--- config.mk ---
export PLATFORM = sky130hd
export DESIGN_NAME = axi_arbiter
export DESIGN_NICKNAME = d
export VERILOG_FILES = /design/src/common/axi_pkg.sv /design/src/common/mem_pkg.sv /design/src/rtl/axi_arbiter.sv
export SDC_FILE = /design/constraint.sdc
export NUM_CORES = 1
export LEC_CHECK = 0
export BUFFER_PORTS_ARGS = -buffer_cell sky130_fd_sc_hd__buf_2
export CORE_AREA = 2 2 225 227
export CTS_CLUSTER_SIZE = 40
export DETAILED_ROUTE_END_ITERATION = 12
export DIE_AREA = 0 0 227 229
export GPL_ROUTABILITY_DRIVEN = 0
export PLACE_DENSITY_LB_ADDON = 0.05
export SLEW_MARGIN = 20
export SYNTH_ARGS = -nofsm -noshare
export SYNTH_HDL_FRONTEND = slang
export SYNTH_SLANG_ARGS = --single-unit
--- constraint.sdc ---
create_clock -name clock -period 2 [get_ports clock]
set_input_delay 0.4 -clock clock [delete_from_list [all_inputs] [get_ports clock]]
set_output_delay 0.4 -clock clock [all_outputs]
set_load 0.01 [all_outputs]
--- src/common/axi_pkg.sv ---
package axi_pkg;

    localparam logic [1:0] RESP_OKAY   = 2'b00;
    localparam logic [1:0] RESP_SLVERR = 2'b10;
    localparam logic [1:0] BURST_INCR  = 2'b01;
    // Four bytes per beat
    localparam logic [2:0] SIZE_WORD   = 3'd2;

    typedef struct packed {
        logic [31:0] addr;
        logic [3:0]  id;
        logic [7:0]  len;
        logic [2:0]  size;
        logic [1:0]  burst;
    } axi_ar_t;

    typedef struct packed {
        logic [31:0] addr;
        logic [3:0]  id;
        logic [7:0]  len;
        logic [2:0]  size;
        logic [1:0]  burst;
    } axi_aw_t;

    typedef struct packed {
        logic [31:0] data;
        logic [3:0]  strb;
        logic        last;
    } axi_w_t;

    typedef struct packed {
        logic [31:0] data;
        logic [1:0]  resp;
        logic        last;
        logic [3:0]  id;
    } axi_r_t;

    typedef struct packed {
        logic [1:0] resp;
        logic [3:0] id;
    } axi_b_t;

    // Everything a master drives
    typedef struct packed {
        axi_ar_t ar;
        logic    arvalid;
        axi_aw_t aw;
        logic    awvalid;
        axi_w_t  w;
        logic    wvalid;
        logic    rready;
        logic    bready;
    } axi_req_t;

    // Everything a slave drives
    typedef struct packed {
        logic   arready;
        logic   awready;
        logic   wready;
        axi_r_t r;
        logic   rvalid;
        axi_b_t b;
        logic   bvalid;
    } axi_resp_t;

endpackage

--- src/common/mem_pkg.sv ---
package mem_pkg;

    // SRAM depth in 32-bit words
    localparam int MEM_WORDS = 256;

    // Byte addresses at or above this limit are answered with SLVERR
    localparam int MEM_BYTES = MEM_WORDS * 4;

    localparam int WORD_IDX_W = $clog2(MEM_WORDS);

    // Words per instruction fetch burst
    localparam int FETCH_BEATS = 4;

    localparam logic [3:0] IFU_ID = 4'd0;
    localparam logic [3:0] LSU_ID = 4'd1;

    typedef enum logic [1:0] {
        GRANT_IDLE = 2'd0,
        GRANT_IFU  = 2'd1,
        GRANT_LSU  = 2'd2
    } grant_e;

endpackage

--- src/rtl/axi_arbiter.sv ---
`timescale 1ns/1ps

module axi_arbiter (
    input  logic                clock,
    input  logic                reset,

    input  logic                ifu_req,
    input  logic                lsu_req,

    input  axi_pkg::axi_req_t   ifu_bus,
    output axi_pkg::axi_resp_t  ifu_rsp,
    input  axi_pkg::axi_req_t   lsu_bus,
    output axi_pkg::axi_resp_t  lsu_rsp,

    output axi_pkg::axi_req_t   mem_bus,
    input  axi_pkg::axi_resp_t  mem_rsp
);

    import axi_pkg::*;
    import mem_pkg::*;

    localparam axi_req_t  REQ_NONE = '0;
    localparam axi_resp_t RSP_NONE = '0;

    grant_e grant;
    logic   xfer_done;

    // A transaction ends on the last read beat or the write response,
    // and only when the master actually takes it
    assign xfer_done = (mem_rsp.rvalid && mem_bus.rready && mem_rsp.r.last)
                    || (mem_rsp.bvalid && mem_bus.bready);

    always_ff @(posedge clock) begin
        if (reset) begin
            grant <= GRANT_IDLE;
        end else begin
            case (grant)
                GRANT_IDLE: begin
                    // LSU wins when both ask in the same cycle
                    if (lsu_req) begin
                        grant <= GRANT_LSU;
                    end else if (ifu_req) begin
                        grant <= GRANT_IFU;
                    end
                end
                GRANT_IFU: begin
                    if (xfer_done) begin
                        grant <= lsu_req ? GRANT_LSU : GRANT_IDLE;
                    end
                end
                GRANT_LSU: begin
                    if (xfer_done) begin
                        grant <= ifu_req ? GRANT_IFU : GRANT_IDLE;
                    end
                end
                default: begin
                    grant <= GRANT_IDLE;
                end
            endcase
        end
    end

    // The ungranted side sees a quiet bus in both directions
    always_comb begin
        mem_bus = REQ_NONE;
        ifu_rsp = RSP_NONE;
        lsu_rsp = RSP_NONE;
        case (grant)
            GRANT_IFU: begin
                mem_bus = ifu_bus;
                ifu_rsp = mem_rsp;
            end
            GRANT_LSU: begin
                mem_bus = lsu_bus;
                lsu_rsp = mem_rsp;
            end
            default: begin
                mem_bus = REQ_NONE;
            end
        endcase
    end

endmodule

==> flow_summary.json <==
{
  "reg2regPathDepth": 9,
  "clkLatencyLatePin_ps": 220,
  "dp_cells": 1694,
  "drt_first_iter_violations": 163,
  "die_h_um": 229,
  "min_path_cells": 3,
  "r2r_start": "grant[0]",
  "wl_per_cell_um": 17.41,
  "largest_register_ffs": 2,
  "critPathMaxStageDelay_ps": 320,
  "core_area_um2": 49660,
  "max_freq_ghz": 0.4859,
  "min_to": "grant[1]",
  "synth.distinct_cells": 24,
  "grt_pass1_vias": 5776,
  "cts_tree": "yes",
  "drv_slew": 0,
  "path_max_fanout": 15,
  "fin_cells": 1743,
  "ant_nets": 0,
  "fin_worst_skew_ps": 1.978,
  "synthCells": 463,
  "grt_max_degree": 33,
  "track_usage": 0.1007,
  "leakage_uw": 0.004112,
  "n_fill_cell": 5808,
  "grt_pass1_wl_um": 39050,
  "die_w_um": 227,
  "path_clk_slew_ps": 30,
  "path_cells": "buf_6 -> ha_4 -> buf_12 -> buf_4 -> a22oi_2 -> nor2b_1 -> buf_2",
  "die_area_um2": 51980,
  "gr-usage-met3": 0.02566,
  "setup-violations-final": 46,
  "busiest_layer": "met2",
  "min_period_over_period": 1.029,
  "power_density_nw_per_um2": 1142,
  "syn_area_um2": 3010,
  "synthXorXnorAreaFrac": 0,
  "top_level_ports": 574,
  "slowest_stage": "dfxtp_2",
  "syn_avg_cell_area_um2": 6.502,
  "synth_top_family_by_area": "simple AND/OR/NAND/NOR gates",
  "cp-start-kind": "flop",
  "synth_compound_gate_area_share": 0.3641,
  "synth_mux_area_frac": 0,
  "timing.final.ws_setup_ps": -57.97,
  "relSlewSlack": 0.8123,
  "ys_warn_count": 0,
  "top_register": "grant",
  "cts_hold_buf": 0,
  "status": "finished, violations left",
  "layout-drive-gt1-share": 0.6851,
  "row_count": 82,
  "numClockSinks": 2,
  "synth_fa_ha_area_frac": 0.01663,
  "violations": "negative setup slack",
  "critPathKind": "reg -> out",
  "synth_top_area_share": 0.3441,
  "via_count": 5844,
  "dpl.hpwl_um": 23300,
  "worstPathRequired_ps": 1600,
  "htreeDepth": 1,
  "synthSimpleGateAreaFrac": 0.5229,
  "worst_ep_arrival_time_ps": 1660,
  "synth_area_leaders": "a22oi_1 34%, nor2b_1 29%, and2_1 21%",
  "reg2reg_slack_ps": 60,
  "cts_buffers": 3,
  "syn_nets": 801,
  "clockBufferDepth": 2,
  "grt_overflow": 0,
  "finalPower_uw": 9576,
  "grt_use_met1": 0.1067,
  "maxCapViolations": 0,
  "drt_first_pass_iters": 4,
  "crit_path_end_kind": "output pin",
  "worst-path-buf-inv": 4,
  "ys_ff_latch": 2,
  "synth_area_leader_cell": "a22oi_1",
  "ir_worst_vdd_mv": 0.4799,
  "r2r-end": "grant[0]",
  "ys_seq_area_frac": 0.01330,
  "hold_viol": 0,
  "nets": 1407,
  "viasPerCell": 3.353,
  "reg.largest.list": "grant (2)",
  "gr-usage-met2": 0.2048,
  "drc_errors": 0,
  "clockRootBuffer": "clkbuf_16",
  "worst_slew_pin_slew_ps": 281.6,
  "rsz0062_at_grt": "yes",
  "io_buffers": 573,
  "wirelength_um": 30340,
  "crit_cells": 7,
  "period_needed_ps": 2058,
  "min_from": "reset",
  "initial_core_util": 0.06062,
  "antenna_found_initial": 8,
  "areaGrowthSynthToFinish_pct": 178.4,
  "path_delay_family": "buffers and inverters",
  "hold_class": "in -> reg"
}
tightest hold or removal path, delay by kind of cell:
| kind | cells | cell delay [ps] |
|---|---|---|
| buffers and inverters | 1 | 130 |
| AO/OA/AOI/OAI | 1 | 120 |
| AND/OR/NAND/NOR | 1 | 50 |
per-layer routing:
metal  part of all wire  up-vias  wire [µm]
met4             0.0032        6         97
met3              0.081       10       2472
met1               0.37     2667      11250
met5             0.0014        -         41
li1                   -     2864          -
met2               0.54      297      16480
how the worst max path moves through the flow:
| stage | from | end |
|---|---|---|
| final | grant[0] | mem_bus[122] |
| after floorplan | grant[0] | mem_bus[100] |
| after CTS | grant[0] | mem_bus[54] |
| after global routing | grant[0] | mem_bus[88] |
| after global placement | grant[1] | grant[0] |
| after detailed placement | grant[1] | mem_bus[125] |
cells by family (layout without fill, tap and decap cells):
kind of cell	Yosys count	in the layout
adders and majority gates	4	4
AOI/OAI and AO/OA	146	146
and+or+nand+nor	252	252
buffers and inverters	59	663
other	0	4
DFF	2	2
cell usage after synthesis:
library cell,count
nand3_1,2
and3_4,1
a21oi_1,1
a22o_1,1
or4_1,1
buf_2,17
a22oi_1,138
nor3b_1,2
nand2_1,1
nor2b_1,139
o2bb2ai_1,1
and2_1,101
dfxtp_1,2
o22ai_1,2
nand3b_1,1
nand2b_1,1
clkbuf_1,38
ha_1,4
inv_1,2
o21ai_1,1
buf_4,2
o211ai_1,1
nor2_1,3
a22oi_2,1
stage by stage:
stage / hold WS, ps / TNS, ps / utilization / area [µm²] / worst slack [ps]
2_1_floorplan: 511.1 / 0 / - / 3010 / 106.4
3_3_place_gp: 646.3 / -165.7 / 0.1417 / 7037 / -104.9
3_5_place_dp: 643.5 / -134.9 / 0.1417 / 7037 / -67.53
4_1_cts: 533.6 / -5093 / 0.1540 / 7649 / -79.82
5_1_grt: 538.4 / -13290 / 0.1687 / 8379 / -147.7
6_report: 525.4 / -755.3 / 0.1688 / 8382 / -57.97
report_power, final:
part / switching [µW] / internal (µW) / leakage (µW)
logic: 4260 / 4930 / 0.00406
clock network: 42.5 / 254 / 0.0000370
registers: 24.1 / 64.2 / 0.0000175
total: 4330 / 5250 / 0.00411
area by class of cell:
| class | count | area [µm²] | share of cell area |
|---|---|---|---|
| timing repair buffer | 658 | 4320 | 0.5154 |
| multi-input combinational | 402 | 3078 | 0.3672 |
| tap | 672 | 840.8 | 0.1003 |
| clock buffer | 3 | 75.07 | 0.008957 |
| sequential | 2 | 45.04 | 0.005374 |
| inverter | 2 | 12.51 | 0.001493 |
| antenna | 4 | 10.01 | 0.001194 |
placed cells by master (no fill, tap or decap), drive strengths merged:
cell type	instances
bufbuf	2
buf	643
or4	1
dfxtp	2
a22o	1
a21oi	1
nor2	3
diode	4
nor3b	2
nand3	2
nor2b	139
and3	1
o211ai	1
nand2b	1
and2	101
nand2	1
clkbuf	16
o21ai	1
ha	4
o2bb2ai	1
nand3b	1
a22oi	139
inv	2
o22ai	2
timing repair:
| item | in CTS | in global routing |
|---|---|---|
| setup buffers | 13 | 12 |
| endpoints found under the hold margin | 0 | 0 |
| cloned | 7 | 13 |
| setup endpoints to repair | 210 | 186 |
| pin swaps | 4 | 7 |
| gates resized for setup | 58 | 80 |
No activity file was read; power rests on OpenSTA's default activity.
