[src/common/axi_pkg.sv]
package axi_pkg;

    localparam logic [1:0] RESP_OKAY   = 2'b00;
    localparam logic [1:0] RESP_SLVERR = 2'b10;
    localparam logic [1:0] BURST_INCR  = 2'b01;
    // Four bytes per beat
    localparam logic [2:0] SIZE_WORD   = 3'd2;

    typedef struct packed {
        logic [31:0] addr;
        logic [3:0]  id;
        logic [7:0]  len;
        logic [2:0]  size;
        logic [1:0]  burst;
    } axi_ar_t;

    typedef struct packed {
        logic [31:0] addr;
        logic [3:0]  id;
        logic [7:0]  len;
        logic [2:0]  size;
        logic [1:0]  burst;
    } axi_aw_t;

    typedef struct packed {
        logic [31:0] data;
        logic [3:0]  strb;
        logic        last;
    } axi_w_t;

    typedef struct packed {
        logic [31:0] data;
        logic [1:0]  resp;
        logic        last;
        logic [3:0]  id;
    } axi_r_t;

    typedef struct packed {
        logic [1:0] resp;
        logic [3:0] id;
    } axi_b_t;

    // Everything a master drives
    typedef struct packed {
        axi_ar_t ar;
        logic    arvalid;
        axi_aw_t aw;
        logic    awvalid;
        axi_w_t  w;
        logic    wvalid;
        logic    rready;
        logic    bready;
    } axi_req_t;

    // Everything a slave drives
    typedef struct packed {
        logic   arready;
        logic   awready;
        logic   wready;
        axi_r_t r;
        logic   rvalid;
        axi_b_t b;
        logic   bvalid;
    } axi_resp_t;

endpackage

[src/common/mem_pkg.sv]
package mem_pkg;

    // SRAM depth in 32-bit words
    localparam int MEM_WORDS = 256;

    // Byte addresses at or above this limit are answered with SLVERR
    localparam int MEM_BYTES = MEM_WORDS * 4;

    localparam int WORD_IDX_W = $clog2(MEM_WORDS);

    // Words per instruction fetch burst
    localparam int FETCH_BEATS = 4;

    localparam logic [3:0] IFU_ID = 4'd0;
    localparam logic [3:0] LSU_ID = 4'd1;

    typedef enum logic [1:0] {
        GRANT_IDLE = 2'd0,
        GRANT_IFU  = 2'd1,
        GRANT_LSU  = 2'd2
    } grant_e;

endpackage

[src/ifu/ifu_fetch.sv]
`timescale 1ns/1ps

module ifu_fetch (
    input  logic                clock,
    input  logic                reset,

    input  logic                fetch_start,
    input  logic [31:0]         fetch_pc,

    output axi_pkg::axi_req_t   ifu_bus,
    input  axi_pkg::axi_resp_t  ifu_rsp,

    output logic                ifu_req,
    output logic                fetch_busy,
    output logic                inst_valid,
    output logic [31:0]         inst,
    output logic                inst_err,
    output logic                inst_last
);

    import axi_pkg::*;
    import mem_pkg::*;

    // Clears the low address bits so a burst starts on its own boundary
    localparam logic [31:0] ALIGN_MASK = ~(32'(FETCH_BEATS * 4) - 32'd1);

    logic        busy;
    logic        arvalid;
    logic [31:0] base_addr;

    always_ff @(posedge clock) begin
        if (reset) begin
            busy    <= 1'b0;
            arvalid <= 1'b0;
        end else if (!busy && fetch_start) begin
            busy    <= 1'b1;
            arvalid <= 1'b1;
        end else begin
            if (arvalid && ifu_rsp.arready) begin
                arvalid <= 1'b0;
            end
            if (inst_last) begin
                busy <= 1'b0;
            end
        end
    end

    always_ff @(posedge clock) begin
        if (!busy && fetch_start) begin
            base_addr <= fetch_pc & ALIGN_MASK;
        end
    end

    always_comb begin
        ifu_bus          = '0;
        ifu_bus.ar.addr  = base_addr;
        ifu_bus.ar.id    = IFU_ID;
        ifu_bus.ar.len   = 8'(FETCH_BEATS - 1);
        ifu_bus.ar.size  = SIZE_WORD;
        ifu_bus.ar.burst = BURST_INCR;
        ifu_bus.arvalid  = arvalid;
        ifu_bus.rready   = busy;
    end

    // Every beat is taken as it arrives, so it leaves in the same cycle
    assign inst_valid = ifu_rsp.rvalid && ifu_bus.rready;
    assign inst       = ifu_rsp.r.data;
    assign inst_err   = inst_valid && (ifu_rsp.r.resp != RESP_OKAY);
    assign inst_last  = inst_valid && ifu_rsp.r.last;

    assign ifu_req    = busy;
    assign fetch_busy = busy;

endmodule

[config.mk]
export PLATFORM = sky130hd
export DESIGN_NAME = ifu_fetch
export DESIGN_NICKNAME = d
export VERILOG_FILES = /design/src/common/axi_pkg.sv /design/src/common/mem_pkg.sv /design/src/ifu/ifu_fetch.sv
export SDC_FILE = /design/constraint.sdc
export NUM_CORES = 1
export LEC_CHECK = 0
export BUFFER_PORTS_ARGS = -buffer_cell sky130_fd_sc_hd__buf_2
export CAP_MARGIN = 20
export CORE_AREA = 4 4 99 101
export DETAILED_ROUTE_END_ITERATION = 8
export DIE_AREA = 0 0 103 105
export GPL_TIMING_DRIVEN = 0
export PLACE_DENSITY = 0.63
export REMOVE_ABC_BUFFERS = 1
export SLEW_MARGIN = 30
export SYNTH_ARGS = -nofsm -noshare
export SYNTH_HDL_FRONTEND = slang
export SYNTH_SLANG_ARGS = --single-unit
export TNS_END_PERCENT = 5
[constraint.sdc]
create_clock -name clock -period 2.9 [get_ports clock]
set_input_delay 0.29 -clock clock [delete_from_list [all_inputs] [get_ports clock]]
set_output_delay 0.29 -clock clock [all_outputs]
set_load 0.01 [all_outputs]
==> reports/qor.yml, run 1 <==
drc: 0
ir_drop_uv: 171
crit_chain: "and2_4 > o21a_1 > buf_2"
ant_nets: 0
grt_start_max_net_pins: 30
finalWirelength_mm: 4.37
arrival_ns: 1.22
final_cell_mix: "conb_1 (110), buf_2 (70), edfxtp_1 (28), clkbuf_8 (5), dfxtp_1 (2)"
fmax_ghz: 0.661
hp-class: "in -> reg"
gp_congestion: 0.636
tightest_slew_ns: 0.782
die_height_um: 105
numPortBuffers: 70
cts_tree: "yes"
nets: 310
clk_pin_slew_worst_paths_ns: 0.06
cts_max_level: 2
crit_path_max_fanout: 7
cp.required_ns: 2.61
synth_cell_types: 12
finalCriticalPeriod_ns: 1.51
antenna_found_initial: 0
cap_violations: 0
cts_root_buf: "clkbuf_8"
p_per_area_nw_per_um2: 500
dieArea_um2: 10800
initial_utilization_pct: 22.6
n_antenna_cell: 0
path_class: "reg -> out"
grt_overflow: 0
vias_per_cell: 3.03
numCtsBuffers: 5
slew_headroom_pct: 47.8
wire_per_inst_um: 13.0
synth_top_area_share_pct: 53.3
core_um2: 9020
drtIter0Drc: 10
synth_area_per_cell_um2: 11.0
die_x_um: 103
synth_area_leaders: "buf_4 (53%), edfxtp_1 (41%), dfxtp_1 (2.0%), and3_4 (0.55%), nor3_2 (0.49%)"
crit_slowest_cell: "dfxtp_1"
tns_ns: 0
min_period_over_period_pct: 52.2
netlist_area_um2: 2040
synthToLayoutAreaGrowth_pct: -5.27
skew_ns: 0.00405
clk_latency_ns: 0.27
grt_pass1_vias: 964
power_uw: 967
track_usage_pct: 6.60
clock_path_buffers: 2
hpwl_mm: 3.77
cts_num_sinks: 30
postSynthCellCount: 185
reg2reg_slack_ns: 1.48
cp-start-kind: "flop"
setup_viol: 0
grt_first_pass_wirelength_mm: 5.09
layout_commonest_cell: "conb_1"
p_leak_uw: 0.00100
firstDrtPassIters: 2
pin_count: 262
synth_seq_area_share_pct: 43.1
holdPathStages: 2
final_layout_size_suffix_gt1_share_pct: 35.4
crit_path_end_kind: "primary output"
postCtsSetupRepairBufs: 0
core.rowCount: 35
rr_worst_depth: 1
slew_violations: 0
num_vias: 1022
finalHoldViolations: 0
ys_ff_latch: 30
yosys_warnings: 0
cts_resized: 0
grt_setup_unrepaired: "no"
hold_buffers: 0
status: "finished, final reports clean"
yosys.area.top_type: "buf_4"
slowest_delay_ns: 0.47
critical path, delay by kind of cell (launching register included):
kind            cells  cell delay [ns]
simple gates        1             0.21
flops               1             0.47
buf+inv             1             0.15
compound gates      1             0.13
area by class of cell:
| cell class | count | area [um^2] |
|---|---|---|
| fillers | 996 | 7090 |
| clock inverters | 2 | 8.76 |
| repair buffers | 70 | 350 |
| multi-input cells | 118 | 484 |
| flip-flops and latches | 30 | 881 |
| clock buffers | 6 | 72.6 |
| well taps | 111 | 139 |
Yosys cell counts (all sizes together):
library cell    n
conb            2
and2            1
buf           145
nor2b           2
and3            1
o21a            1
o21ba           1
nor3            1
nor2            1
edfxtp         28
dfxtp           2
sequential cells by signal (all words and copies together), names as in the netlist:
name,cells
arvalid,1
base_addr,28
fetch_busy,1
through the flow:
stage	hold WS (ns)	setup slack [ns]	std cells	util, %	cell area [um^2]
finish	0.190	1.39	337	21.5	1940
global route	0.179	1.29	337	21.5	1940
CTS	0.179	1.35	337	21.5	1940
detailed placement	0.468	1.43	329	20.6	1850
global placement	0.468	1.04	329	20.5	1850
floorplan	0.360	1.25	148	-	1360
path summary, 6_finish.rpt:
path,from,endpoint
worst max-delay path,fetch_busy,inst_err
worst min-delay path,reset,fetch_busy
worst max register to register,fetch_busy,base_addr[24]
worst min register to register,fetch_busy,fetch_busy
cells by family (layout without fill, tap and decap cells):
kind of cell / after synthesis / in the layout / share of synthesized area, %
AOI/OAI and AO/OA: 2 / 2 / 0.857
buffers and inverters: 145 / 78 / 53.3
DFF: 30 / 30 / 43.1
other: 2 / 110 / 0.368
and+or+nand+nor: 6 / 6 / 2.39
layer usage:
metal | wire (um) | GRT usage, %
met5 | 43 | 6.67
met2 | 1510 | 7.06
met3 | 1460 | 8.61
met4 | 62 | 2.78
met1 | 1300 | 6.65
where the power goes:
group | internal (uW) | leakage [uW] | switching [uW] | total [uW]
Combinational | 39.7 | 0.000674 | 111 | 151
Clock | 164 | 0.0000426 | 140 | 304
Sequential | 504 | 0.000284 | 7.32 | 512
(Power assumes the default switching activity.)
==> run 2: changes to the inputs <==
CORE_AREA = 4 4 101 103   (was 4 4 99 101)
DIE_AREA = 0 0 105 107   (was 0 0 103 105)
PLACE_DENSITY = 0.61   (was 0.63)
clock period = 1.44 ns   (was 2.9 ns; I/O delays follow)
==> reports/qor.yml, run 2 (synthesis results as in run 1) <==
core.rowCount: 35
top_register: "base_addr"
numPortBuffers: 70
pin_count: 262
grt_pass1_vias: 924
n_antenna_cell: 0
track_usage_pct: 7.07
firstDrtPassIters: 2
cp-start-kind: "flop"
core_um2: 9200
die_height_um: 107
arrival_ns: 1.12
fin_cells: 338
finalCriticalPeriod_ns: 1.26
dieArea_um2: 11200
vias_per_cell: 3.03
finalWirelength_mm: 4.79
grt_start_max_net_pins: 30
synthToLayoutAreaGrowth_pct: -4.53
cts_tree: "yes"
crit_path_max_fanout: 8
p_comb_share_pct: 16.0
numCtsBuffers: 5
gp_congestion: 0.611
die_x_um: 105
path_class: "reg -> out"
crit_path_end_kind: "primary output"
register_area_um2: 882
p_per_area_nw_per_um2: 1000
min_delay_worst_endpoint: "fetch_busy"
slew_violations: 0
final_layout_size_suffix_gt1_share_pct: 36.1
dpl_worst_slack_ns: -0.00396
postCtsSetupRepairBufs: 0
nets: 311
drtIter0Drc: 7
cp.required_ns: 1.30
setup_ws_ns: 0.177
reg2reg_slack_ns: 0.32
p_sw_uw: 521
rr_worst_depth: 1
hpwl_mm: 4.15
p_leak_uw: 0.00101
finalHoldViolations: 0
multi_input_area_um2: 498
cts_max_level: 2
min_period_over_period_pct: 87.7
fin_area_um2: 1950
crit_slowest_cell: "dfxtp_2"
r2r_end: "base_addr[15]"
crit_chain: "and2_4 > o21a_1 > buf_2"
dp_cells: 329
final_cell_mix: "conb_1 (110), buf_2 (70), edfxtp_1 (28), clkbuf_8 (5), nor2b_4 (2)"
layout_commonest_cell: "conb_1"
fmax_ghz: 0.792
finish.utilization_pct: 21.2
cts_root_buf: "clkbuf_8"
fillCellCount: 1013
clk_latency_ns: 0.27
grt_setup_unrepaired: "no"
grt_first_pass_wirelength_mm: 5.64
antenna_found_initial: 0
intPower_uw: 1430
clk_pin_slew_worst_paths_ns: 0.06
wire_per_inst_um: 14.2
min-delay-start: "reset"
cts_num_sinks: 30
cap_violations: 0
hp-class: "in -> reg"
pwr-share-seq_pct: 52.9
power_uw: 1950
ant_nets: 0
holdPathStages: 2
slowest_delay_ns: 0.44
grt_overflow: 0
setup_viol: 0
clock_path_buffers: 2
clkPwrFrac_pct: 31.1
sw_frac_of_total_pct: 26.7
num_vias: 1024
skew_ns: 0.00680
status: "finished, final reports clean"
largest_register_ffs: 28
placed_area_um2: 1850
r2r-start: "fetch_busy"
ir_drop_uv: 279
drc: 0
initial_utilization_pct: 22.2
[run 2: power groups by stage]
stage	clock [uW]	sequential (uW)	combinational (uW)
2_1_floorplan	0	1080	154
3_3_place_gp	0	1050	294
3_5_place_dp	0	1050	299
4_1_cts	642	1030	299
5_1_grt	682	1040	342
6_report	607	1030	311
[run 2: through the flow]
| step | hold slack (ns) | setup TNS, ns |
|---|---|---|
| 6_report | 0.0361 | 0 |
| 5_1_grt | 0.0257 | 0 |
| 4_1_cts | 0.0227 | 0 |
| 3_5_place_dp | 0.288 | -0.0576 |
| 3_3_place_gp | 0.288 | -11.27 |
| 2_1_floorplan | 0.214 | -6.06 |
[run 2: how the worst max path moves through the flow]
stage          startpoint            end  cells past startpoint
2_1_floorplan  fetch_busy  base_addr[10]                      1
3_3_place_gp   fetch_busy  base_addr[16]                      1
3_5_place_dp   fetch_busy  base_addr[12]                      1
4_1_cts        fetch_busy  base_addr[27]                      1
5_1_grt        fetch_busy       inst_err                      3
6_report       fetch_busy       inst_err                      3
[run 2: timing repair]
action,4_1_cts,5_1_grt
cloned,0,1
resized for setup,1,1
setup endpoints to repair,28,28
hold buffers,0,0
hold endpoints to repair,0,0
[run 2: worst max-delay path, delay by kind of cell, from the launching register on]
kind                   cells  cell delay (ns)
and+or+nand+nor            1             0.18
buffers and inverters      1             0.12
DFF                        1             0.44
AOI/OAI and AO/OA          1             0.10
[run 2: cell type report]
class | count | area share (%)
clock buffers | 6 | 3.72
repair buffers | 70 | 18.0
multi-input cells | 119 | 25.5
clock inverters | 2 | 0.449
well taps | 111 | 7.12
flip-flops and latches | 30 | 45.2
[run 2: layer usage]
layer / part of all wire (%) / vias up / global-route usage [%]
li1: - / 413 / -
met1: 24 / 425 / 4.78
met2: 40 / 175 / 9.72
met3: 33 / 9 / 10.1
met4: 1.3 / 2 / 3.00
met5: 1.8 / - / 5.71
