[config.mk]
export PLATFORM = sky130hd
export DESIGN_NAME = lsu_access
export DESIGN_NICKNAME = d
export VERILOG_FILES = /design/src/common/axi_pkg.sv /design/src/common/mem_pkg.sv /design/src/lsu/lsu_access.sv
export SDC_FILE = /design/constraint.sdc
export NUM_CORES = 1
export LEC_CHECK = 0
export BUFFER_PORTS_ARGS = -buffer_cell sky130_fd_sc_hd__buf_2
export CELL_PAD_IN_SITES_DETAIL_PLACEMENT = 1
export CELL_PAD_IN_SITES_GLOBAL_PLACEMENT = 1
export CORE_ASPECT_RATIO = 0.7
export CORE_MARGIN = 3
export CORE_UTILIZATION = 28
export CTS_BUF_LIST = sky130_fd_sc_hd__clkbuf_8
export CTS_CLUSTER_DIAMETER = 100
export DETAILED_ROUTE_END_ITERATION = 8
export PLACE_DENSITY = 0.93
export SETUP_SLACK_MARGIN = 0.05
export SLEW_MARGIN = 40
export SYNTH_ARGS = -nofsm -noshare
export SYNTH_HDL_FRONTEND = slang
export SYNTH_SLANG_ARGS = --single-unit
[constraint.sdc]
create_clock -name clock -period 7.8 [get_ports clock]
set_input_delay 2.34 -clock clock [delete_from_list [all_inputs] [get_ports clock]]
set_output_delay 2.34 -clock clock [all_outputs]
set_load 0.1 [all_outputs]
[src/common/axi_pkg.sv]
package axi_pkg;

    localparam logic [1:0] RESP_OKAY   = 2'b00;
    localparam logic [1:0] RESP_SLVERR = 2'b10;
    localparam logic [1:0] BURST_INCR  = 2'b01;
    // Four bytes per beat
    localparam logic [2:0] SIZE_WORD   = 3'd2;

    typedef struct packed {
        logic [31:0] addr;
        logic [3:0]  id;
        logic [7:0]  len;
        logic [2:0]  size;
        logic [1:0]  burst;
    } axi_ar_t;

    typedef struct packed {
        logic [31:0] addr;
        logic [3:0]  id;
        logic [7:0]  len;
        logic [2:0]  size;
        logic [1:0]  burst;
    } axi_aw_t;

    typedef struct packed {
        logic [31:0] data;
        logic [3:0]  strb;
        logic        last;
    } axi_w_t;

    typedef struct packed {
        logic [31:0] data;
        logic [1:0]  resp;
        logic        last;
        logic [3:0]  id;
    } axi_r_t;

    typedef struct packed {
        logic [1:0] resp;
        logic [3:0] id;
    } axi_b_t;

    // Everything a master drives
    typedef struct packed {
        axi_ar_t ar;
        logic    arvalid;
        axi_aw_t aw;
        logic    awvalid;
        axi_w_t  w;
        logic    wvalid;
        logic    rready;
        logic    bready;
    } axi_req_t;

    // Everything a slave drives
    typedef struct packed {
        logic   arready;
        logic   awready;
        logic   wready;
        axi_r_t r;
        logic   rvalid;
        axi_b_t b;
        logic   bvalid;
    } axi_resp_t;

endpackage

[src/common/mem_pkg.sv]
package mem_pkg;

    // SRAM depth in 32-bit words
    localparam int MEM_WORDS = 256;

    // Byte addresses at or above this limit are answered with SLVERR
    localparam int MEM_BYTES = MEM_WORDS * 4;

    localparam int WORD_IDX_W = $clog2(MEM_WORDS);

    // Words per instruction fetch burst
    localparam int FETCH_BEATS = 4;

    localparam logic [3:0] IFU_ID = 4'd0;
    localparam logic [3:0] LSU_ID = 4'd1;

    typedef enum logic [1:0] {
        GRANT_IDLE = 2'd0,
        GRANT_IFU  = 2'd1,
        GRANT_LSU  = 2'd2
    } grant_e;

endpackage

[src/lsu/lsu_access.sv]
`timescale 1ns/1ps

module lsu_access (
    input  logic                clock,
    input  logic                reset,

    input  logic                lsu_start,
    input  logic                lsu_write,
    input  logic [31:0]         lsu_addr,
    input  logic [31:0]         lsu_wdata,
    input  logic [3:0]          lsu_wstrb,

    output axi_pkg::axi_req_t   lsu_bus,
    input  axi_pkg::axi_resp_t  lsu_rsp,

    output logic                lsu_req,
    output logic                lsu_busy,
    output logic                lsu_done,
    output logic [31:0]         lsu_rdata,
    output logic                lsu_err
);

    import axi_pkg::*;
    import mem_pkg::*;

    logic        busy;
    logic        arvalid;
    logic        awvalid;
    logic        wvalid;
    logic        is_write;
    logic [31:0] addr;
    logic [31:0] wdata;
    logic [3:0]  wstrb;

    always_ff @(posedge clock) begin
        if (reset) begin
            busy    <= 1'b0;
            arvalid <= 1'b0;
            awvalid <= 1'b0;
            wvalid  <= 1'b0;
        end else if (!busy && lsu_start) begin
            busy    <= 1'b1;
            arvalid <= !lsu_write;
            awvalid <= lsu_write;
            wvalid  <= lsu_write;
        end else begin
            // Address and data of a store may be taken in different cycles
            if (arvalid && lsu_rsp.arready) begin
                arvalid <= 1'b0;
            end
            if (awvalid && lsu_rsp.awready) begin
                awvalid <= 1'b0;
            end
            if (wvalid && lsu_rsp.wready) begin
                wvalid <= 1'b0;
            end
            if (lsu_done) begin
                busy <= 1'b0;
            end
        end
    end

    always_ff @(posedge clock) begin
        if (!busy && lsu_start) begin
            is_write <= lsu_write;
            addr     <= lsu_addr;
            wdata    <= lsu_wdata;
            wstrb    <= lsu_wstrb;
        end
    end

    always_comb begin
        lsu_bus          = '0;
        lsu_bus.ar.addr  = addr;
        lsu_bus.ar.id    = LSU_ID;
        lsu_bus.ar.size  = SIZE_WORD;
        lsu_bus.ar.burst = BURST_INCR;
        lsu_bus.arvalid  = arvalid;
        lsu_bus.aw.addr  = addr;
        lsu_bus.aw.id    = LSU_ID;
        lsu_bus.aw.size  = SIZE_WORD;
        lsu_bus.aw.burst = BURST_INCR;
        lsu_bus.awvalid  = awvalid;
        lsu_bus.w.data   = wdata;
        lsu_bus.w.strb   = wstrb;
        lsu_bus.w.last   = 1'b1;
        lsu_bus.wvalid   = wvalid;
        lsu_bus.rready   = busy && !is_write;
        lsu_bus.bready   = busy && is_write;
    end

    assign lsu_done = (lsu_rsp.rvalid && lsu_bus.rready) || (lsu_rsp.bvalid && lsu_bus.bready);

    // Data and error are meaningful in the cycle where lsu_done is high
    assign lsu_rdata = lsu_rsp.r.data;
    assign lsu_err   = lsu_done
                    && ((is_write ? lsu_rsp.b.resp : lsu_rsp.r.resp) != RESP_OKAY);

    assign lsu_req  = busy;
    assign lsu_busy = busy;

endmodule

==> impl_results.md, run 1 <==
- H-Tree Depth: 3
- Port Buffers: 189
- Crit start category: input port
- Worst R2R End: addr[26]
- Crit-path cells: buf_2 > mux2i_1 > nor2b_2 > o311a_1 > buf_2
- Post-route design area: 3771 um^2
- Area growth, synth to finish: 23.27%
- Layout Nets: 450
- Hpwl dp: 5.654 mm
- Post-synth cell types: 16
- Avg Cell Area, Syn: between 15 and 20 um^2
- Final ANT Viol Nets: 0
- RePlAce Congestion: between 0.7 and 0.8
- Worst slew pin tran: 0.6618 ns
- Cells after Synth: 197
- Final Setup Violations: 0
- Non-Filler Instances: 481
- Period Utilization, post-route: 0.7151
- Worst clock skew: 0.004394 ns
- Hold Path Stages: 2
- Total global-route track usage: 0.1079
- DR pass1 iterations: 3
- Root Buffer: clkbuf_8
- Crit end category: output port
- Pwr dens: 312.5 nW/um^2
- Worst Hold End: awvalid
- CP required: between 5 and 6 ns
- Fill cells: 1,186
- Min-delay src: awvalid
- Vias: 1,805
- DRC Markers: 0
- Crit-path max FO: 2
- Antenna violations before repair: 1
- Die X: 130.9 um
- Top cell type's share of synthesized area: 0.6773
- Placed Cells incl. Taps: 465
- Via/cell ratio: 3.753
- Worst hold path type: reg2reg
- RSZ-0062 raised after global routing: no
- Seq cells post-synth: 73
- CTS tree: built
- Crit path DAT: 3.24 ns
- Critical Path Max Stage Delay: 0.42 ns
- Leak: between 0.0015 and 0.002 uW
- First-pass GRT wire length: about 9.7 mm
- Cell Area, Synth: 3059 um^2
- Setup_tns: 0 ns
- Worst path most repeated cell: buf_2
- Post-CTS sizing: 0
- Slew Viols, Final: 0
- Worst VDD drop: 119.5 uV
- Placed inst area: between 3000 and 4000 um^2
- Remaining global-route overflow: 0
- Die Y-Extent: 93.45 um
- Worst setup margin: 2.222 ns
- Worst Reg-to-Reg Cells: 3
- Share of cells above drive strength 1: 0.6325
- I/O pin total: 298
- Hold_buf cts: 0
- Critical path class: in2out
- Peak Freq: 179.3 MHz
- DR iter-0 viols: a little over 80
- Clock latency on the worst-skew pair: 0.34 ns
- Yosys Warn Count: 0
- CTS buffer count: 9
- Hold WS: 0.4981 ns
- Final count of hold timing violations: 0
- Routed WL: 7.112 mm
- Largest net degree at the start of global routing: 73
- Minimum clock period: 5.578 ns
- Vias in the first global route: 1,831
- Slew margin rel.: 0.5588
- Avg WL per Cell: 14.79 um
- Worst reg-to-reg setup slack: 6.27 ns
- Crit path from: lsu_rsp[0]
- Clock Sinks: 73
- Max cap viols: 0
- Critical Path Slowest Stage Cell: buf_2
- Longest Clk Path Bufs: 2
- Run status: finished, final reports clean
- Worst r2r src: lsu_busy
- Pre-CTS setup slack: 2.234 ns
- Core area: 10,510 um^2
- Site row count: 31
- Die footprint: ~12,000 um^2
- Sequential area share after synthesis: 0.7035
- Clock slew seen by the registers of the worst setup and hold paths: roughly 0.07 ns
- Initial Util: 0.2910
- Top cell type by total area after synthesis: edfxtp_1
- Largest cells by area after synthesis: edfxtp_1 (68%), buf_4 (25%), dfxtp_1 (2.6%)
- Setup Buffers After CTS: 0
[flip-flops by register name (all words and copies together), names as in the netlist]
register / count
awvalid: 1
addr: 32
wdata: 32
wvalid: 1
is_write: 1
wstrb: 4
arvalid: 1
lsu_busy: 1
[how the worst max path moves through the flow]
stage	to	slack (ns)	cells past startpoint
after floorplan	lsu_err	1.24	3
after global placement	lsu_err	2.27	5
after detailed placement	lsu_err	2.23	5
after CTS	lsu_err	2.23	5
after global routing	lsu_err	2.17	5
final	lsu_err	2.22	5
[metrics by stage]
stage | total power (uW) | util
after floorplan | 915.0 | -
after global placement | 860.7 | 0.3376
after detailed placement | 865.1 | 0.3376
after CTS | 1198 | 0.3582
after global routing | 1225 | 0.3588
final | 1178 | 0.3588
[cell families (layout without fill, tap and decap cells)]
family,after synthesis,count (layout),synth area share
other,2,36,0.002455
buffers and inverters,104,206,0.2540
multiplexers,1,1,0.003272
AO/OA/AOI/OAI,5,5,0.009816
AND/OR/NAND/NOR,12,12,0.02700
flip-flops,73,73,0.7035
[final cells by class]
type                            count  area (um^2)  share of cell area
Clock buffer                        9        123.9             0.03285
Sequential cell                    73         2152              0.5707
Clock inverter                      6        92.59             0.02455
Inverter                            1        3.754           0.0009954
Timing Repair Buffer              190        957.2              0.2538
Tap cell                          148        185.2             0.04910
Antenna cell                        1        2.502           0.0006636
Multi-Input combinational cell     53        254.0             0.06735
[layer usage]
metal  vias to the layer above  wire, um  GRT usage
met1                       841      2430     0.1077
met5                         -         0          0
met2                       154      3471     0.1706
met3                        14      1031    0.06963
li1                        796         -          -
met4                         0       178    0.05993
[placed cells by master, fill, tap and decap left out, drive strengths merged]
cell      instances
clkinv            1
edfxtp           69
clkinvlp          2
clkbuf            9
nand2b            2
nand3b            3
conb             35
bufinv            2
and2              1
a21oi             4
nor2              2
inv               2
nand2             2
and2b             1
o311a             1
dfxtp             4
diode             1
nor2b             1
buf             190
mux2i             1
[synthesized netlist by cell type]
cell type	number
conb_1	2
and2b_2	1
and2_2	1
o311a_1	1
buf_4	103
inv_1	1
nand2_1	2
nor2_1	2
edfxtp_1	69
nand2b_1	1
a21oi_1	4
dfxtp_1	4
mux2i_1	1
nand2b_4	1
nor2b_2	1
nand3b_1	3
[power breakdown]
part | total (uW) | switching, uW | internal [uW]
clock network | 324 | 144 | 180
logic | 388 | 350 | 38.7
registers | 466 | 8.69 | 458
[worst max-delay path, delay by kind of cell]
family                 cells  cell delay [ns]
AO/OA/AOI/OAI              1             0.16
buffers and inverters      2             0.50
multiplexers               1             0.10
AND/OR/NAND/NOR            1             0.14
No activity file was read; power rests on OpenSTA's default activity.
==> run 2, diff against run 1 <==
Settings changed: ABC_AREA set to 1, CORE_UTILIZATION 28 to 26, PLACE_DENSITY 0.93 to 0.88.
Clock period 7.8 ns to 5.3 ns, I/O delays scaled along.
==> run 2 against run 1 <==
Sequential power is 48% higher. Global-route usage is 0.40 points lower. Hold slack worse by 0.015 ns. Critical endpoint unchanged. Highest routed layer unchanged.
==> impl_results.md, run 2 <==
- Run status: finished, final reports clean
- Die footprint: 13,210 um^2
- Worst hold path type: reg2reg
- Seq cells post-synth: 73
- Worst Reg-to-Reg Cells: 3
- Worst path most repeated cell: buf_2
- Antenna Cells: 0
- CTS tree: built
- Share of cells above drive strength 1: 0.6243
- Antenna violations before repair: 0
- Clock slew seen by the registers of the worst setup and hold paths: 0.07 ns
- Remaining global-route overflow: 0
- Core area: roughly 11,000 um^2
- Die X: approximately 140 um
- Site row count: 32
- RePlAce Congestion: 0.7291
- Post-synth cell types: 17
- Crit-path max FO: 2
- Final count of hold timing violations: 0
- Longest Clk Path Bufs: 2
- Design Power: 1650 uW
- Leading cell type by number of instances after synthesis: buf_4
- Setup Buffers After CTS: 0
- Post-CTS sizing: 0
- H-Tree Depth: 3
- Critical path class: in2out
- Crit path capture: lsu_err
- DR iter-0 viols: 44
- Worst r2r src: lsu_busy
- Crit path DAT: 2.46 ns
- WP depth: 6
- Worst reg-to-reg setup slack: between 3 and 4 ns
- Critical path buffers and inverters: 3
- Post-synth top flop: edfxtp_1
- Cell Area, Synth: 3079 um^2
- Root Buffer: clkbuf_8
- CTS buffer count: 9
- Layout Nets: 456
- Total global-route track usage: 0.1040
- RSZ-0062 raised after global routing: no
- Area of the multi-input gates: 255.2 um^2
- Yosys Warn Count: 0
- Cells after Synth: 204
- Slew Viols, Final: 0
- Pre-CTS setup slack: between 1 and 1.5 ns
- Initial Util: 0.2727
- Max cap viols: 0
- Top cell type's share of synthesized area: 0.6729
- Setup_tns: 0 ns
- FFs w/ async S/R, synth: 0
- Hpwl dp: around 5.6 mm
- Register area: 2152 um^2
- Final ANT Viol Nets: 0
- Worst setup margin: 1.247 ns
- Worst clock skew: 0.005129 ns
- Placed Cells incl. Taps: approximately 480
- Final Setup Violations: 0
- Die Y-Extent: 97.05 um
- Sequential area share after synthesis: 0.6989
- Crit-path cells: buf_2 > nand3_1 > nand2_1 > inv_2 > nor3_4 > buf_2
- First-pass GRT wire length: ~10 mm
- Worst R2R End: wdata[28]
- Worst VDD drop: 167.3 uV
- Routed WL: 7.039 mm
- Non-Filler Instances: around 500
- DR pass1 iterations: 3
- Avg WL per Cell: ~14 um
- Commonest non-fill, non-tap cell in the layout: buf_2
- Largest delay share family, worst path: buffers and inverters
- Most frequent cells in the layout: buf_2 (189), edfxtp_1 (69), conb_1 (35)
- Clock Sinks: 73
- Biggest regs: addr: 32 flops, wdata: 32 flops, wstrb: 4 flops
- Vias: ~1,800
- Post-synth EDFFs: 69
- Slew margin rel.: 0.5625
- Fill cells: around 1,300
- Crit start category: input port
- Leak: 0.001714 uW
- Largest net degree at the start of global routing: 71
- Vias in the first global route: 1,888
- Hold WS: 0.4832 ns
- DRC Markers: 0
- Crit path from: lsu_rsp[0]
- I/O pin total: 298
- Avg Cell Area, Syn: 15.09 um^2
- Crit end category: output port
- Peak Freq: 246.7 MHz
- Pwr dens: 441.8 nW/um^2
- CP required: 3.71 ns
- Top cell type by total area after synthesis: edfxtp_1
- Hold_buf cts: 0
- Minimum clock period: 4.053 ns
- Via/cell ratio: between 3 and 4
- Period Utilization, post-route: 0.7647
- Largest cells by area after synthesis: edfxtp_1 (67%), buf_4 (25%), dfxtp_1 (2.6%)
- Top cells by count, synth: buf_4 (103), edfxtp_1 (69), dfxtp_1 (4), inv_1 (4)
- Worst slew pin tran: 0.6562 ns
- Critical Path Max Stage Delay: 0.44 ns
- Port Buffers: around 190
- Clock latency on the worst-skew pair: 0.34 ns
- Critical Path Slowest Stage Cell: buf_2
- Area growth, synth to finish: 21.33%
-- run 2: cell count changes after synthesis, sizes merged --
cell / delta
nand2b: -2
nor3: +3
nand3b: -1
nand2: +4
nor2: -1
nor2b: -1
o311a: -1
nand3: +3
inv: +6
mux2i: -1
and2: -1
and2b: -1
-- run 2: how the worst min path moves through the flow --
stage                 start  endpoint  cells after the start  slack, ns
floorplan           arvalid   arvalid                      2       0.45
global placement    arvalid   arvalid                      2       0.46
detailed placement  arvalid   arvalid                      2       0.48
CTS                 arvalid   arvalid                      2       0.49
global route        arvalid   arvalid                      2       0.51
finish              arvalid   arvalid                      2       0.48
-- run 2: cell type report --
cell class,instances,area share
Tap cell,153,0.05124
Clock inverter,6,0.009712
Timing Repair Buffer,189,0.2532
Sequential cell,73,0.5760
Clock buffer,9,0.03315
Inverter,7,0.008372
Multi-Input combinational cell,54,0.06832
-- run 2: routing by layer --
| metal | routed length (um) | global-route usage | up-vias |
|---|---|---|---|
| met5 | 0 | 0 | - |
| li1 | - | - | 809 |
| met3 | 1119 | 0.07298 | 11 |
| met1 | 2483 | 0.1064 | 825 |
| met4 | 96 | 0.03873 | 0 |
| met2 | 3339 | 0.1658 | 158 |
-- run 2: metrics by stage --
stage               utilization  cell area, um^2
finish                   0.3309             3736
global route             0.3309             3736
CTS                      0.3307             3734
detailed placement       0.3165             3573
global placement         0.3165             3573
floorplan                     -             3209
-- run 2: power by group --
| part | switching (uW) | internal, uW |
|---|---|---|
| registers | 13.9 | 675 |
| logic | 535 | 57.3 |
| clock network | 205 | 164 |
| total | 754 | 896 |
-- run 2: logic make-up after synthesis --
| kind of cell | share of synthesized area |
|---|---|
| AND/OR/NAND/NOR | 0.03047 |
| buffers and inverters | 0.2605 |
| flip-flops | 0.6989 |
| other | 0.002439 |
| AO/OA/AOI/OAI | 0.007720 |
-- run 2: tightest hold or removal path, stage by stage (launching register included) --
cell,delay (ns)
dfxtp_1,0.31
nand2_1,0.08
a21oi_2,0.05
==> run 3, diff against run 2 <==
Settings changed: ABC_AREA 1 to 0, CORE_UTILIZATION 26 to 24, PLACE_DENSITY 0.88 to 0.86.
Clock period 5.3 ns to 3.5 ns, I/O delays scaled along.
==> run 3 against run 2 <==
Sequential share of layout area is 0.52 points lower. Clock skew increased by 0.0052 ns. Via count fell by 1.3%. Critical path type unchanged.
==> impl_results.md, run 3 (synthesis results as in run 1) <==
- Largest net degree at the start of global routing: 73
- Commonest non-fill, non-tap cell in the layout: buf_2
- Worst Reg-to-Reg Cells: 3
- Hold Path Stages: 2
- Slew margin rel.: 0.6573
- Final count of hold timing violations: 0
- Logic gate share of total power: 0.340
- Die footprint: 14,160 um^2
- Worst r2r src: lsu_busy
- Avg WL per Cell: approximately 14 um
- Leak: 0.001720 uW
- Crit-path max FO: 2
- Most frequent cells in the layout: buf_2 (189), edfxtp_1 (69), conb_1 (35)
- Site row count: 33
- Root Buffer: clkbuf_8
- DRC Markers: 0
- Antenna Cells: 0
- Final Setup Violations: 0
- CTS tree: built
- Sw Share: 0.4579
- Met2 WL: 3.316 mm
- Pwr dens: 678.3 nW/um^2
- Die Y-Extent: 100.5 um
- Peak Freq: between 300 and 400 MHz
- Worst R2R End: addr[29]
- Core area: approximately 12,000 um^2
- CP required: roughly 2.5 ns
- Cell-internal power: about 1400 uW
- Die X: 140.9 um
- Run status: finished, final reports clean
- I/O pin total: 298
- First-pass GRT wire length: between 10 and 15 mm
- Clk pwr share: 0.254
- Net Sw Power: around 1200 uW
- Crit path from: lsu_rsp[0]
- Period Utilization, post-route: 0.8566
- Critical path class: in2out
- Final ANT Viol Nets: 0
- Total global-route track usage: 0.09556
- Hold WS: 0.5200 ns
- H-Tree Depth: 3
- Max cap viols: 0
- Setup Buffers After CTS: 0
- Via/cell ratio: 3.633
- Vias: 1,780
- WL met1: 2.573 mm
- Longest Clk Path Bufs: 2
- Routed WL: 7.096 mm
- Clock slew seen by the registers of the worst setup and hold paths: 0.08 ns
- Min-delay src: arvalid
- WL met3: roughly 1.1 mm
- Post-CTS sizing: 0
- Share of cells above drive strength 1: 0.6366
- Worst clock skew: 0.01029 ns
- Vias in the first global route: around 1,900
- Worst Hold End: arvalid
- Sequential power share: 0.406
- Worst hold path type: reg2reg
- Setup_tns: 0 ns
- RSZ-0062 raised after global routing: no
- Hold_buf cts: 0
- CTS buffer count: 9
- Antenna violations before repair: 2
- DR top layer: met5
- DR iter-0 viols: 53
- Crit end category: output port
- Clock latency on the worst-skew pair: 0.35 ns
- Worst VDD drop: 225.8 uV
- Crit start category: input port
- Layout Nets: 450
- Biggest regs: addr: 32 flops, wdata: 32 flops, wstrb: 4 flops
- Port Buffers: 189
- Crit path DAT: 1.95 ns
- Hpwl dp: roughly 5.5 mm
- Worst slew pin tran: 0.5176 ns
- Minimum clock period: around 3 ns
- Initial Util: 0.2537
- DR pass1 iterations: 4
- RePlAce Congestion: 0.7538
- Area growth, synth to finish: 23.23%
- Worst reg-to-reg setup slack: between 2 and 2.5 ns
- Remaining global-route overflow: 0
- Clock Sinks: 73
- Slew Viols, Final: 0
[run 3: cell count changes in the layout (fill, tap and decap cells not counted), sizes merged, moves of 2 or more]
| cell | before | now |
|---|---|---|
| nand3 | 3 | 0 |
| nand2b | 0 | 2 |
| nand2 | 6 | 2 |
| clkinv | 3 | 1 |
| clkinvlp | 3 | 1 |
| nor3 | 3 | 0 |
[run 3: critical path, cell delays in order]
cell,delay (ns)
buf_2,0.07
mux2i_1,0.11
nor2b_4,0.13
o311a_2,0.16
buf_2,0.42
[run 3: how the worst max path moves through the flow]
stage               to  slack (ns)  cells after the start
4_1_cts        lsu_err        0.50                      5
2_1_floorplan  lsu_err         0.1                      2
3_5_place_dp   lsu_err        0.50                      5
3_3_place_gp   lsu_err        0.51                      5
6_report       lsu_err        0.50                      5
5_1_grt        lsu_err        0.43                      5
[run 3: layout make-up]
type / count / area, um^2
timing repair buffer: 190 / 965.9
tap: 157 / 196.4
clock buffer: 9 / 123.9
fill: 1382 / 8287
multi-input combinational: 53 / 260.3
clock inverter: 7 / 67.56
inverter: 1 / 3.754
sequential: 73 / 2152
[run 3: through the flow]
stage                     setup WS [ns]  total power [uW]    util  area (um^2)  cells
after floorplan                 0.09921              2040       -         3189    230
after global placement           0.5111              1922  0.2968         3578    474
after detailed placement         0.4950              1931  0.2968         3578    474
after CTS                        0.4961              2599  0.3127         3770    490
after global routing             0.4295              2663  0.3127         3770    490
final                            0.5018              2557  0.3127         3770    490
[run 3: power groups by stage]
stage,combinational [uW],clock [uW],sequential (uW)
floorplan,625,0,1410
global placement,866,0,1060
detailed placement,873,0,1060
CTS,873,687,1040
global route,890,728,1050
finish,870,649,1040
[run 3: per-layer routing]
layer  up-vias  track usage
met5         -            0
li1        796            -
met4         4      0.03797
met2       165       0.1511
met3        11      0.07018
met1       804      0.09765
